### src/logic/audio_pkg.sv
// Shared widths, compressor curve constants and register map of the audio mixer
// Samples are signed 16-bit throughout, compressor math is unsigned 16-bit
`default_nettype none

package audio_pkg;

	////////////////////////////////////////////////////////////////////////////
	// Sample datapath
	localparam int sample_w = 16;
	localparam int mix_w    = sample_w + 2;   // Two guard bits for the summation

	// Soft-knee compressor, 2x curve
	localparam logic [sample_w-1:0] comp_a_2x = 16'd2;
	localparam logic [sample_w-1:0] comp_f_2x = 16'd4;
	localparam logic [sample_w-1:0] comp_x_2x = 16'd14043;   // Knee
	localparam logic [sample_w-1:0] comp_b_2x = 16'd28086;   // Output level at the knee

	// Soft-knee compressor, 4x curve
	localparam logic [sample_w-1:0] comp_a_4x = 16'd4;
	localparam logic [sample_w-1:0] comp_f_4x = 16'd8;
	localparam logic [sample_w-1:0] comp_x_4x = 16'd7399;
	localparam logic [sample_w-1:0] comp_b_4x = 16'd29596;

	////////////////////////////////////////////////////////////////////////////
	// AXI4-Lite register map
	localparam int axil_addr_w = 4;
	localparam int axil_data_w = 32;

	localparam logic [axil_addr_w-1:0] reg_ctrl_addr  = 4'h0;
	localparam logic [axil_addr_w-1:0] reg_count_addr = 4'h4;   // Read only

	// Control register fields
	localparam int ctrl_w           = 6;
	localparam int ctrl_psg_bit     = 0;
	localparam int ctrl_cdda_bit    = 1;
	localparam int ctrl_adpcm_bit   = 2;
	localparam int ctrl_boost_bit   = 3;
	localparam int ctrl_mode_lsb    = 4;   // Two bits wide
	localparam logic [ctrl_w-1:0] ctrl_reset_value = 6'h07;

	localparam logic [1:0] axil_resp_okay   = 2'b00;
	localparam logic [1:0] axil_resp_slverr = 2'b10;

	// Encoding 3 is not named, the hardware treats it as the 4x curve
	typedef enum logic [1:0] {
		boost_off = 2'd0,
		boost_2x  = 2'd1,
		boost_4x  = 2'd2
	} boost_mode_t;

	typedef enum logic [1:0] {
		axil_idle,
		axil_write_resp,
		axil_read_data
	} axil_state_t;

endpackage

`default_nettype wire

### src/logic/audio_ctrl_regs.sv
// AXI4-Lite slave with one transaction in flight, a write wins over a read in the same cycle
// Only byte lane 0 of the control register is writable, the sample counter wraps at 2^32
`timescale 1ns/1ps
`default_nettype none

module audio_ctrl_regs import audio_pkg::*; (
	input  wire logic                     clk_sys,
	input  wire logic                     reset,

	input  wire logic [axil_addr_w-1:0]   s_axil_awaddr,
	input  wire logic                     s_axil_awvalid,
	output logic                          s_axil_awready,
	input  wire logic [axil_data_w-1:0]   s_axil_wdata,
	input  wire logic [axil_data_w/8-1:0] s_axil_wstrb,
	input  wire logic                     s_axil_wvalid,
	output logic                          s_axil_wready,
	output logic [1:0]                    s_axil_bresp,
	output logic                          s_axil_bvalid,
	input  wire logic                     s_axil_bready,
	input  wire logic [axil_addr_w-1:0]   s_axil_araddr,
	input  wire logic                     s_axil_arvalid,
	output logic                          s_axil_arready,
	output logic [axil_data_w-1:0]        s_axil_rdata,
	output logic [1:0]                    s_axil_rresp,
	output logic                          s_axil_rvalid,
	input  wire logic                     s_axil_rready,

	input  wire logic                     sample_done,   // One pulse per output sample

	output logic                          psg_en,
	output logic                          cdda_en,
	output logic                          adpcm_en,
	output logic                          cd_boost,
	output boost_mode_t                   boost_mode
);

	axil_state_t             state, state_next;
	logic [ctrl_w-1:0]       ctrl_reg;
	logic [axil_data_w-1:0]  sample_count;
	logic                    write_req;
	logic                    write_go;
	logic                    read_go;

	////////////////////////////////////////////////////////////////////////////
	// Handshake decode

	assign write_req = s_axil_awvalid && s_axil_wvalid;   // Address and data together
	assign write_go  = (state == axil_idle) && write_req;
	assign read_go   = (state == axil_idle) && !write_req && s_axil_arvalid;

	assign s_axil_awready = write_go;
	assign s_axil_wready  = write_go;
	assign s_axil_arready = read_go;
	assign s_axil_bvalid  = (state == axil_write_resp);
	assign s_axil_rvalid  = (state == axil_read_data);

	always_comb begin
		state_next = state;
		case (state)
			axil_idle: begin
				if (write_go)
					state_next = axil_write_resp;
				else if (read_go)
					state_next = axil_read_data;
			end
			axil_write_resp: if (s_axil_bready) state_next = axil_idle;
			axil_read_data:  if (s_axil_rready) state_next = axil_idle;
			default:         state_next = axil_idle;
		endcase
	end

	always_ff @(posedge clk_sys) begin
		if (reset)
			state <= axil_idle;
		else
			state <= state_next;
	end

	////////////////////////////////////////////////////////////////////////////
	// Register file and responses

	always_ff @(posedge clk_sys) begin
		if (reset) begin
			ctrl_reg     <= ctrl_reset_value;
			sample_count <= '0;
		end else begin
			if (write_go && s_axil_awaddr == reg_ctrl_addr && s_axil_wstrb[0])
				ctrl_reg <= s_axil_wdata[ctrl_w-1:0];
			if (sample_done)
				sample_count <= sample_count + 1'b1;
		end
	end

	// Response payload, held while the master stalls
	always_ff @(posedge clk_sys) begin
		if (write_go)
			s_axil_bresp <= (s_axil_awaddr == reg_ctrl_addr) ? axil_resp_okay : axil_resp_slverr;

		if (read_go) begin
			case (s_axil_araddr)
				reg_ctrl_addr: begin
					s_axil_rdata <= axil_data_w'(ctrl_reg);
					s_axil_rresp <= axil_resp_okay;
				end
				reg_count_addr: begin
					s_axil_rdata <= sample_count;
					s_axil_rresp <= axil_resp_okay;
				end
				default: begin
					s_axil_rdata <= '0;
					s_axil_rresp <= axil_resp_slverr;
				end
			endcase
		end
	end

	assign psg_en     = ctrl_reg[ctrl_psg_bit];
	assign cdda_en    = ctrl_reg[ctrl_cdda_bit];
	assign adpcm_en   = ctrl_reg[ctrl_adpcm_bit];
	assign cd_boost   = ctrl_reg[ctrl_boost_bit];
	assign boost_mode = boost_mode_t'(ctrl_reg[ctrl_mode_lsb +: 2]);

	// Responses stay put until the master takes them
	assert property (@(posedge clk_sys) disable iff (reset)
		s_axil_bvalid && !s_axil_bready |=> s_axil_bvalid && $stable(s_axil_bresp));

	assert property (@(posedge clk_sys) disable iff (reset)
		s_axil_rvalid && !s_axil_rready |=>
			s_axil_rvalid && $stable(s_axil_rdata) && $stable(s_axil_rresp));

endmodule

`default_nettype wire

### src/logic/audio_source_mix.sv
// Three-stage mix of PSG, ADPCM and CD-DA, control bits are sampled with each in_valid
// Final gain wraps on overflow, the same as the console
`timescale 1ns/1ps
`default_nettype none

module audio_source_mix import audio_pkg::*; (
	input  wire logic                       clk_sys,
	input  wire logic                       reset,
	input  wire logic signed [sample_w-1:0] psg_l,
	input  wire logic signed [sample_w-1:0] psg_r,
	input  wire logic signed [sample_w-1:0] adpcm,
	input  wire logic signed [sample_w-1:0] cdda_l,
	input  wire logic signed [sample_w-1:0] cdda_r,
	input  wire logic                       in_valid,
	input  wire logic                       psg_en,
	input  wire logic                       cdda_en,
	input  wire logic                       adpcm_en,
	input  wire logic                       cd_boost,
	output logic signed [sample_w-1:0]      mix_l,
	output logic signed [sample_w-1:0]      mix_r,
	output logic                            mix_valid
);

	function automatic logic signed [mix_w-1:0] sext(input logic signed [sample_w-1:0] x);
		return {{(mix_w-sample_w){x[sample_w-1]}}, x};
	endfunction

	// Stage 1 registers
	logic signed [sample_w-1:0] psg_l_red, psg_r_red, adpcm_red;
	logic signed [sample_w-1:0] cdda_l_s1, cdda_r_s1;
	logic                       psg_en_s1, cdda_en_s1, adpcm_en_s1, cd_boost_s1;
	logic                       valid_s1;

	// Stage 2 registers
	logic signed [mix_w-1:0]    pre_l, pre_r;
	logic                       cd_boost_s2;
	logic                       valid_s2;

	logic signed [mix_w-1:0]    gain_l, gain_r;

	////////////////////////////////////////////////////////////////////////////
	// Stage 1, level reduction
	always_ff @(posedge clk_sys) begin
		psg_l_red   <= (psg_l >>> 1) + (psg_l >>> 2) + (psg_l >>> 4);   // About 0.81
		psg_r_red   <= (psg_r >>> 1) + (psg_r >>> 2) + (psg_r >>> 4);
		adpcm_red   <= (adpcm >>> 1) + (adpcm >>> 2) + (adpcm >>> 3);   // 0.875
		cdda_l_s1   <= cdda_l;
		cdda_r_s1   <= cdda_r;
		psg_en_s1   <= psg_en;
		cdda_en_s1  <= cdda_en;
		adpcm_en_s1 <= adpcm_en;
		cd_boost_s1 <= cd_boost;
	end

	////////////////////////////////////////////////////////////////////////////
	// Stage 2, gating and sum
	always_ff @(posedge clk_sys) begin
		pre_l <= (cdda_en_s1                ? sext(cdda_l_s1) : '0)
			+ ((cdda_en_s1 && cd_boost_s1) ? sext(cdda_l_s1) : '0)   // Boost adds CD twice
			+ (psg_en_s1                   ? sext(psg_l_red) : '0)
			+ (adpcm_en_s1                 ? sext(adpcm_red) : '0);
		pre_r <= (cdda_en_s1                ? sext(cdda_r_s1) : '0)
			+ ((cdda_en_s1 && cd_boost_s1) ? sext(cdda_r_s1) : '0)
			+ (psg_en_s1                   ? sext(psg_r_red) : '0)
			+ (adpcm_en_s1                 ? sext(adpcm_red) : '0);
		cd_boost_s2 <= cd_boost_s1;
	end

	// Stage 3, 5/4 gain unless CD is boosted
	assign gain_l = cd_boost_s2 ? pre_l : pre_l + (pre_l >>> 2);
	assign gain_r = cd_boost_s2 ? pre_r : pre_r + (pre_r >>> 2);

	always_ff @(posedge clk_sys) begin
		mix_l <= gain_l[mix_w-1:2];
		mix_r <= gain_r[mix_w-1:2];
	end

	always_ff @(posedge clk_sys) begin
		if (reset) begin
			valid_s1  <= 1'b0;
			valid_s2  <= 1'b0;
			mix_valid <= 1'b0;
		end else begin
			valid_s1  <= in_valid;
			valid_s2  <= valid_s1;
			mix_valid <= valid_s2;
		end
	end

endmodule

`default_nettype wire

### src/logic/audio_compressor.sv
// One-channel soft-knee compressor whose output register loads only on sample_valid
// boost_mode is taken live and not pipelined with the samples
`timescale 1ns/1ps
`default_nettype none

module audio_compressor import audio_pkg::*; (
	input  wire logic                       clk_sys,
	input  wire logic                       reset,
	input  wire logic signed [sample_w-1:0] sample_in,
	input  wire logic                       sample_valid,
	input  wire boost_mode_t                boost_mode,
	output logic signed [sample_w-1:0]      sample_out,
	output logic                            out_valid
);

	logic                neg;
	logic [sample_w-1:0] mag;
	logic [sample_w-1:0] curve_2x;
	logic [sample_w-1:0] curve_4x;
	logic [sample_w-1:0] mag_out;
	logic [sample_w-1:0] comp_out;

	////////////////////////////////////////////////////////////////////////////
	// Magnitude where -32768 stays 0x8000
	assign neg = sample_in[sample_w-1];
	assign mag = neg ? (~sample_in) + 1'b1 : sample_in;

	// Linear gain below the knee, shallow slope above it
	always_comb begin
		if (mag < comp_x_2x)
			curve_2x = mag * comp_a_2x;
		else
			curve_2x = ((mag - comp_x_2x) / comp_f_2x) + comp_b_2x;

		if (mag < comp_x_4x)
			curve_4x = mag * comp_a_4x;
		else
			curve_4x = ((mag - comp_x_4x) / comp_f_4x) + comp_b_4x;
	end

	// Anything other than 2x picks the 4x curve
	assign mag_out  = (boost_mode == boost_2x) ? curve_2x : curve_4x;
	assign comp_out = neg ? ~(mag_out - 1'b1) : mag_out;   // Sign back

	always_ff @(posedge clk_sys) begin
		if (reset) begin
			sample_out <= '0;
			out_valid  <= 1'b0;
		end else begin
			out_valid <= sample_valid;
			if (sample_valid) begin
				if (boost_mode == boost_off)
					sample_out <= sample_in;   // Bypass
				else
					sample_out <= $signed(comp_out);
			end
		end
	end

	// The curve keeps the sign of each sample through the one-cycle latency
	assert property (@(posedge clk_sys) disable iff (reset)
		sample_valid |=>
			out_valid && sample_out[sample_w-1] == $past(sample_in[sample_w-1]));

endmodule

`default_nettype wire

### src/logic/audio_mixer_top.sv
// Audio mixing path with AXI4-Lite control, fixed 4-cycle latency from in_valid to out_valid
// No back-pressure on the sample stream, a sample may enter every cycle
`timescale 1ns/1ps
`default_nettype none

module audio_mixer_top import audio_pkg::*; (
	input  wire logic                       clk_sys,
	input  wire logic                       reset,

	// AXI4-Lite control port
	input  wire logic [axil_addr_w-1:0]     s_axil_awaddr,
	input  wire logic                       s_axil_awvalid,
	output logic                            s_axil_awready,
	input  wire logic [axil_data_w-1:0]     s_axil_wdata,
	input  wire logic [axil_data_w/8-1:0]   s_axil_wstrb,
	input  wire logic                       s_axil_wvalid,
	output logic                            s_axil_wready,
	output logic [1:0]                      s_axil_bresp,
	output logic                            s_axil_bvalid,
	input  wire logic                       s_axil_bready,
	input  wire logic [axil_addr_w-1:0]     s_axil_araddr,
	input  wire logic                       s_axil_arvalid,
	output logic                            s_axil_arready,
	output logic [axil_data_w-1:0]          s_axil_rdata,
	output logic [1:0]                      s_axil_rresp,
	output logic                            s_axil_rvalid,
	input  wire logic                       s_axil_rready,

	// Sample stream
	input  wire logic signed [sample_w-1:0] psg_l,
	input  wire logic signed [sample_w-1:0] psg_r,
	input  wire logic signed [sample_w-1:0] adpcm,
	input  wire logic signed [sample_w-1:0] cdda_l,
	input  wire logic signed [sample_w-1:0] cdda_r,
	input  wire logic                       in_valid,
	output logic signed [sample_w-1:0]      audio_l,
	output logic signed [sample_w-1:0]      audio_r,
	output logic                            out_valid
);

	logic                       psg_en, cdda_en, adpcm_en, cd_boost;
	boost_mode_t                boost_mode;
	logic signed [sample_w-1:0] mix_l, mix_r;
	logic                       mix_valid;

	audio_ctrl_regs audio_ctrl_regs_inst (
		.clk_sys, .reset,
		.s_axil_awaddr, .s_axil_awvalid, .s_axil_awready,
		.s_axil_wdata, .s_axil_wstrb, .s_axil_wvalid, .s_axil_wready,
		.s_axil_bresp, .s_axil_bvalid, .s_axil_bready,
		.s_axil_araddr, .s_axil_arvalid, .s_axil_arready,
		.s_axil_rdata, .s_axil_rresp, .s_axil_rvalid, .s_axil_rready,
		.sample_done (out_valid),   // Counts what leaves the mixer
		.psg_en, .cdda_en, .adpcm_en, .cd_boost, .boost_mode
	);

	audio_source_mix audio_source_mix_inst (
		.clk_sys, .reset,
		.psg_l, .psg_r, .adpcm, .cdda_l, .cdda_r, .in_valid,
		.psg_en, .cdda_en, .adpcm_en, .cd_boost,
		.mix_l, .mix_r, .mix_valid
	);

	audio_compressor compressor_l (
		.clk_sys, .reset,
		.sample_in (mix_l), .sample_valid (mix_valid), .boost_mode,
		.sample_out (audio_l), .out_valid (out_valid)
	);

	// Right valid is identical to the left one
	audio_compressor compressor_r (
		.clk_sys, .reset,
		.sample_in (mix_r), .sample_valid (mix_valid), .boost_mode,
		.sample_out (audio_r), .out_valid ()
	);

endmodule

`default_nettype wire

### config.mk
export PLATFORM = sky130hd
export DESIGN_NAME = audio_mixer_top
export DESIGN_NICKNAME = d
export VERILOG_FILES = /design/src/logic/audio_pkg.sv /design/src/logic/audio_ctrl_regs.sv /design/src/logic/audio_source_mix.sv /design/src/logic/audio_compressor.sv /design/src/logic/audio_mixer_top.sv
export SDC_FILE = /design/constraint.sdc
export NUM_CORES = 1
export LEC_CHECK = 0
export BUFFER_PORTS_ARGS = -buffer_cell sky130_fd_sc_hd__buf_2
export CORE_MARGIN = 2
export CORE_UTILIZATION = 55
export DETAILED_ROUTE_END_ITERATION = 16
export PLACE_DENSITY_LB_ADDON = 0.12
export SYNTH_ARGS = -nofsm -noshare
export SYNTH_HDL_FRONTEND = slang
export SYNTH_SLANG_ARGS = --single-unit
### constraint.sdc
create_clock -name clk_sys -period 4.4 [get_ports clk_sys]
set_input_delay 0.44 -clock clk_sys [delete_from_list [all_inputs] [get_ports clk_sys]]
set_output_delay 0.44 -clock clk_sys [all_outputs]
set_load 0.01 [all_outputs]
==> key figures, run 1 <==
Run status
  – Status: finished clean

Floorplanning
  – Ports: 206
  – Die area: 37,600 µm²
  – Core footprint: 35,500 µm²
  – Die width: just under 200 µm
  – Row count: roughly 70
  – Starting Density: between 50% and 60%
  – Die Ht: approximately 190 µm

Worst hold path
  – Hold path depth: 1
  – HP Start: psg_r[15]
  – Worst Hold Endpoint: audio_source_mix_inst.psg_r_red[15]$_DFF_P_
  – Hold/Removal Path Class: primary input to register

Synth
  – Post-Synth Simple-Gate Area: between 20% and 30%
  – Mapped Cells: ~2,300
  – EDFF count, synth: 34
  – Top FF cell, synth: dfxtp_1
  – Mapped cell area: 19,800 µm²
  – Adder-Cell Fraction of Synth Area: 18.1%
  – Synth Register Bits: approximately 260
  – Synth Warn #: 0
  – Main combinational cell family by area after synthesis: simple AND/OR/NAND/NOR gates
  – Post-synthesis xor/xnor area fraction: 7.59%
  – Register area share after synthesis: 28.3%
  – Library cells used by synthesis: 103
  – Avg Cell Area, Syn: 8.79 µm²
  – Async set or reset register ratio after synthesis: 0%
  – Multiplexer share of the synthesized area: 1.89%
  – Synth Area in Compound Gates: ~18%

Final layout
  – Synthesis-to-layout area growth: 25.0%
  – Sequential Area: ~5600 µm²
  – Ant. Diodes: 0
  – Most common cell after layout, fill and taps aside: buf_4
  – Nets@finish: approximately 3,000
  – Fill cell count: 2,825
  – Largest regs: audio_ctrl_regs_inst.s_axil_rdata (32), audio_ctrl_regs_inst.sample_count (32)
  – Most frequent cells in the layout: buf_4 (252), dfxtp_1 (220), nand2_1 (181)
  – Share of cells above drive strength 1: 23.6%
  – Multi-input logic area: 13,800 µm²

Run
  – Max-cap violations: 0

Setup path
  – CP Class: register to register
  – Crit path DAT: 4.84 ns
  – R2R depth: 20
  – Crit start category: register
  – Crit. End Element: register
  – Crit. Startpoint: audio_source_mix_inst.mix_r[0]$_DFF_P_
  – Reg2Reg Launch Point: audio_source_mix_inst.mix_r[0]$_DFF_P_
  – FF-to-FF End: compressor_r.sample_out[14]$_SDFFE_PP0P_
  – Worst Path Max Fanout: 4
  – Worst EP required: between 4 and 5 ns
  – Reg2Reg Setup Slack: 0.03 ns

Placement
  – Port-buffer cells: 171
  – DP HPWL: 42.7 mm
  – GP Congestion: 0.970

Timing
  – Period utilisation layout: around 100%
  – Slew @ Worst Pin: about 1.2 ns
  – Max-slew violation count: 0
  – Slew margin rel.: 18.8%
  – Setup Skew: about 0.017 ns
  – RSZ-0062 raised after global routing: yes
  – Final hold violation count: 0
  – Final setup vio count: 0
  – Fmax: ~0.23 GHz
  – Fin crit period: 4.37 ns
  – Total negative slack: 0 ns

CTS
  – CTS root buf: clkbuf_16
  – CTS clk-pin slew, worst paths: 0.06 ns
  – Bufs on Longest Clock Path: 3
  – H-Tree Depth: 1
  – Clock latency on the worst-skew pair: 0.58 ns
  – Inserted Clock Buffers: 28
  – CTS tree: done
  – Num Clock Sinks: 263

Global route
  – First-pass GRT wire length: 87.6 mm
  – Initial antenna violation count: 0
  – Routing usage on met3: under 10%
  – Largest net degree at the start of global routing: 71
  – M1 GR Usage: ~37%
  – Vias in the first global route: 17,320
  – GRT overflow: 0
  – Busiest layer in global routing: met2
  – GR Util met2: 49.4%
  – GRT Util Overall: roughly 28%

Drt
  – Vias/cell: 5.68
  – Drt pass-1 iters: 5
  – DRT antenna net count: 0
  – Total routed wirelength: 54.9 mm
  – DRC Markers: 0
  – Vias after detailed routing: 17,750
  – DRT iter0 DRCs: between 1,000 and 1,500
  – Wire per inst: 17.6 µm
[synth_stat cells, drive strengths merged (45+ instances only)]
cell type | n | area share [%]
dfxtp | 229 | 23
nand2 | 183 | 3.5
nor2 | 181 | 3.5
inv | 136 | 2.6
o21ai | 129 | 3.3
xnor2 | 118 | 5.3
ha | 114 | 7.2
fa | 108 | 11
a21oi | 92 | 2.3
and2 | 90 | 2.8
clkbuf | 83 | 1.6
nand3 | 64 | 1.6
xor2 | 52 | 2.3
nor3 | 51 | 1.3
and3 | 45 | 1.4
[per-layer routing]
layer / part of all wire [%] / vias to the layer above
met2: 49 / 507
met1: 43 / 8397
met3: 5.3 / 104
met5: 0 / -
met4: 2.6 / 0
li1: - / 8742
[critical path, cell delays in order (launching register included)]
cell	delay [ns]
dfxtp_2	0.32
inv_2	0.07
ha_4	0.13
or3b_4	0.39
a211oi_4	0.31
buf_4	0.17
nand3_2	0.11
xnor2_2	0.17
ha_2	0.21
or3_4	0.39
a211oi_4	0.32
o41ai_4	0.13
buf_4	0.17
buf_6	0.11
o211a_1	0.21
o31ai_1	0.26
buf_4	0.20
nor4_4	0.06
a31oi_1	0.22
xnor2_1	0.11
a31o_1	0.23
[per-stage QoR]
stage | setup WS, ns | cell area [µm²] | hold WS, ns | utilization, % | cells
floorplan | -0.0182 | 19900 | 0.350 | - | 2254
global placement | -0.114 | 22600 | 0.403 | 63.8 | 3010
detailed placement | -0.217 | 22600 | 0.411 | 63.8 | 3010
CTS | 0.00810 | 24000 | 0.00425 | 67.6 | 3094
global route | -0.155 | 24800 | 0.00756 | 69.8 | 3124
finish | 0.0275 | 24800 | 0.0353 | 69.8 | 3124
[layout make-up]
type	instances	area share, %
multi-input combinational	1745	55.9
sequential	263	22.7
timing repair buffer	466	13.0
clock buffer	41	3.39
tap	461	2.33
inverter	138	2.09
clock inverter	10	0.591
[timing repair]
action | 4_1_cts | 5_1_grt
hold buffers | 33 | 0
hold endpoints to repair | 33 | 0
pin swaps | 3 | 55
setup endpoints to repair | 13 | 32
resized for setup | 15 | 120
setup buffers | 0 | 30
[kinds of logic (layout without fill, tap and decap cells)]
| family | after synthesis | in the layout |
|---|---|---|
| AOI/OAI and AO/OA | 515 | 515 |
| xor gates and xnor gates | 170 | 170 |
| adders and majority gates | 222 | 222 |
| buffers and inverters | 246 | 655 |
| DFF | 263 | 263 |
| muxes | 37 | 37 |
| other | 1 | 2 |
| and+or+nand+nor | 799 | 799 |
[worst max path at each step]
stage | slack (ns) | endpoint
after floorplan | -0.02 | compressor_l.sample_out[14]$_SDFFE_PP0P_
after global placement | -0.11 | audio_source_mix_inst.pre_r[17]$_DFF_P_
after detailed placement | -0.22 | audio_source_mix_inst.pre_r[17]$_DFF_P_
after CTS | 0.008 | audio_source_mix_inst.pre_r[16]$_DFF_P_
after global routing | -0.16 | audio_source_mix_inst.pre_r[17]$_DFF_P_
final | 0.03 | compressor_r.sample_out[14]$_SDFFE_PP0P_
Power of run 1 is not shown: default switching activity piles up to over one toggle a cycle in this logic, so the estimate is an artifact.
==> inputs of run 2 (changes only) <==
Settings changed: CORE_UTILIZATION 55 to 50, HOLD_SLACK_MARGIN set to 0.15.
==> run 2 against run 1 <==
Effect of this change: sequential share of layout area is 0.056 points higher; largest cell class unchanged; fmax is 2.6% higher; global-route usage is 2.5 points lower; non-clock buffer count down 6; routed wire length is 3.0% lower; utilization decreased by 6.3 points; cell count up 1.7%; clock-buffer cell count fell by 5; register-to-register slack improved by 0.11 ns; sequential cell count unchanged; die area up 9.8%; critical path depth decreased by 3.
==> key figures, run 2 (synthesis gave the netlist of run 1 again) <==
Run status
  – Status: finished clean

Setup path
  – Reg2Reg Setup Slack: 0.14 ns
  – Reg2Reg Launch Point: audio_source_mix_inst.mix_r[3]$_DFF_P_
  – CP Capture Point: compressor_r.sample_out[14]$_SDFFE_PP0P_
  – R2R depth: 17
  – Crit path depth: 17
  – Critical path cell sequence: or3b_4, a211oi_4, buf_4, a32oi_2, xnor2_1, ha_2, or3_4, a211oi_4, o41ai_4, xnor2_1, a311oi_2, buf_4, nor4_4, buf_6, a31oi_4, xnor2_1, a31o_1
  – CP most frequent cell: xnor2_1
  – Worst path max stage delay: 0.46 ns
  – Worst EP required: between 4 and 5 ns
  – Critical Path Slowest Stage Cell: or3b_4
  – CP Class: register to register
  – Crit start category: register
  – Top Family by Delay on Critical Path: compound AO/OA/AOI/OAI gates
  – Crit path DAT: 4.72 ns
  – Worst Path Buf+Inv: 3
  – Crit. Startpoint: audio_source_mix_inst.mix_r[3]$_DFF_P_
  – Worst Path Max Fanout: 8
  – Crit. End Element: register
  – FF-to-FF End: compressor_r.sample_out[14]$_SDFFE_PP0P_

CTS
  – CTS tree: done
  – CTS clk-pin slew, worst paths: 0.06 ns
  – Inserted Clock Buffers: 30
  – Clock latency on the worst-skew pair: 0.57 ns
  – Bufs on Longest Clock Path: 3
  – CTS root buf: clkbuf_16
  – H-Tree Depth: 1
  – Num Clock Sinks: approximately 260

Global route
  – Vias in the first global route: 17,184
  – First-pass GRT wire length: 87.0 mm
  – Largest net degree at the start of global routing: 71
  – GRT Util Overall: 25.8%
  – Initial antenna violation count: 0
  – GRT overflow: 0

Timing
  – Fmax: 0.235 GHz
  – Final hold violation count: 0
  – Final worst slack: 0.139 ns
  – Total negative slack: 0 ns
  – RSZ-0062 raised after global routing: yes
  – Slew @ Worst Pin: 1.28 ns
  – Setup Skew: roughly 0.018 ns
  – Max-slew violation count: 0
  – Period utilisation layout: 96.8%
  – Hold Slack: 0.184 ns
  – Fin crit period: 4.26 ns
  – Final setup vio count: 0
  – Slew margin rel.: 14.3%

Floorplanning
  – Ports: 206
  – Die Ht: 203 µm
  – Core footprint: just under 40,000 µm²
  – Row count: 72
  – Starting Density: 50.9%
  – Die area: 41,200 µm²
  – Die width: 203 µm

Drt
  – Vias after detailed routing: 17,397
  – Drt pass-1 iters: 6
  – DRC Markers: 0
  – DRT iter0 DRCs: 873
  – Wire per inst: around 17 µm
  – Total routed wirelength: 53.2 mm
  – Vias/cell: 5.47
  – DRT antenna net count: 0

Final layout
  – Ant. Diodes: 0
  – Fill cell count: 3,390
  – Synthesis-to-layout area growth: 24.6%
  – Largest regs: audio_ctrl_regs_inst.s_axil_rdata (32), audio_ctrl_regs_inst.sample_count (32)
  – Layout Cells excl Fill: 3,178
  – Fin area: around 25,000 µm²
  – Nets@finish: 2,992
  – Share of cells above drive strength 1: 23.1%
  – Most common cell after layout, fill and taps aside: buf_4
  – Most frequent cells in the layout: buf_4 (243), dfxtp_1 (220), nand2_1 (181)

Placement
  – GP Congestion: 0.937
  – Port-buffer cells: 171
  – Post-Place Setup Slack: -0.370 ns
  – Dpl cells: 3,057
  – DP HPWL: 42.5 mm
  – Placed Area: 22,600 µm²

Power
  – Peak VDD IR: around 0.00042 V
  – Leak: 10.8 nW
  – Power per cell area: 982 nW/µm²

Worst hold path
  – Hold/Removal Path Class: primary input to register

Run
  – Max-cap violations: 0
-- run 2: cell count changes in the layout (fill, tap and decap cells not counted), moves of 5 or more --
cell	previous run	this run
clkbuf_8	9	2
dlygate4sd3_1	33	40
buf_4	252	243
o31ai_2	5	10
clkbuf_16	28	33
-- run 2: how the worst min path moves through the flow --
stage,from,end,cells after the start
finish,s_axil_rready,audio_ctrl_regs_inst.state[1]$_SDFFE_PP0P_,4
global route,s_axil_wdata[0],audio_ctrl_regs_inst.ctrl_reg[0]$_SDFFE_PP1P_,3
global placement,audio_source_mix_inst.valid_s2$_SDFF_PP0_,audio_source_mix_inst.mix_valid$_SDFF_PP0_,1
CTS,s_axil_rready,audio_ctrl_regs_inst.state[1]$_SDFFE_PP0P_,4
detailed placement,audio_source_mix_inst.valid_s2$_SDFF_PP0_,audio_source_mix_inst.mix_valid$_SDFF_PP0_,1
floorplan,audio_ctrl_regs_inst.ctrl_reg[3]$_SDFFE_PP0P_,audio_source_mix_inst.cd_boost_s1$_DFF_P_,0
-- run 2: where the power goes --
group	switching, mW	internal (mW)
Combinational	9.53	8.56
Sequential	0.562	3.12
Clock	1.02	1.45
Total	11.1	13.1
-- run 2: per-stage QoR --
stage / util (%) / power, mW
2_1_floorplan: - / 14.7
3_3_place_gp: 58.1 / 20.3
3_5_place_dp: 58.1 / 20.5
4_1_cts: 62.3 / 23.5
5_1_grt: 63.4 / 26.4
6_report: 63.4 / 24.2
-- run 2: timing repair --
item | 4_1_cts | 5_1_grt
hold buffers | 40 | 0
pin swaps | 20 | 36
endpoints found under the hold margin | 40 | 0
endpoints found under the setup margin | 17 | 31
gates resized for setup | 26 | 90
setup buffers | 16 | 14
-- run 2: layer usage --
metal	wire length (µm)	part of all wire [%]	vias to the layer above	GRT usage, %
met4	1400	2.6	0	7.25
li1	-	-	8731	-
met5	0	0	-	0
met1	23800	45	8163	33.6
met3	2460	4.6	85	3.34
met2	25600	48	418	44.8
-- run 2: area by class of cell --
cell class | instances | area (µm²) | area share, %
tap | 518 | 648 | 2.62
multi-input combinational | 1745 | 13700 | 55.6
clock buffer | 36 | 857 | 3.47
timing repair buffer | 460 | 3170 | 12.8
inverter | 138 | 518 | 2.10
sequential | 263 | 5620 | 22.8
clock inverter | 18 | 145 | 0.588
-- run 2: worst register-to-register path: stages, from the launching register on --
cell and delay (ns):
dfxtp_1 0.44, or3b_4 0.46, a211oi_4 0.32, buf_4 0.17
a32oi_2 0.10, xnor2_1 0.17, ha_2 0.22, or3_4 0.39
a211oi_4 0.31, o41ai_4 0.14, xnor2_1 0.22, a311oi_2 0.12
buf_4 0.18, nor4_4 0.28, buf_6 0.18, a31oi_4 0.09
xnor2_1 0.15, a31o_1 0.22
No activity file was read; power rests on OpenSTA's default activity.
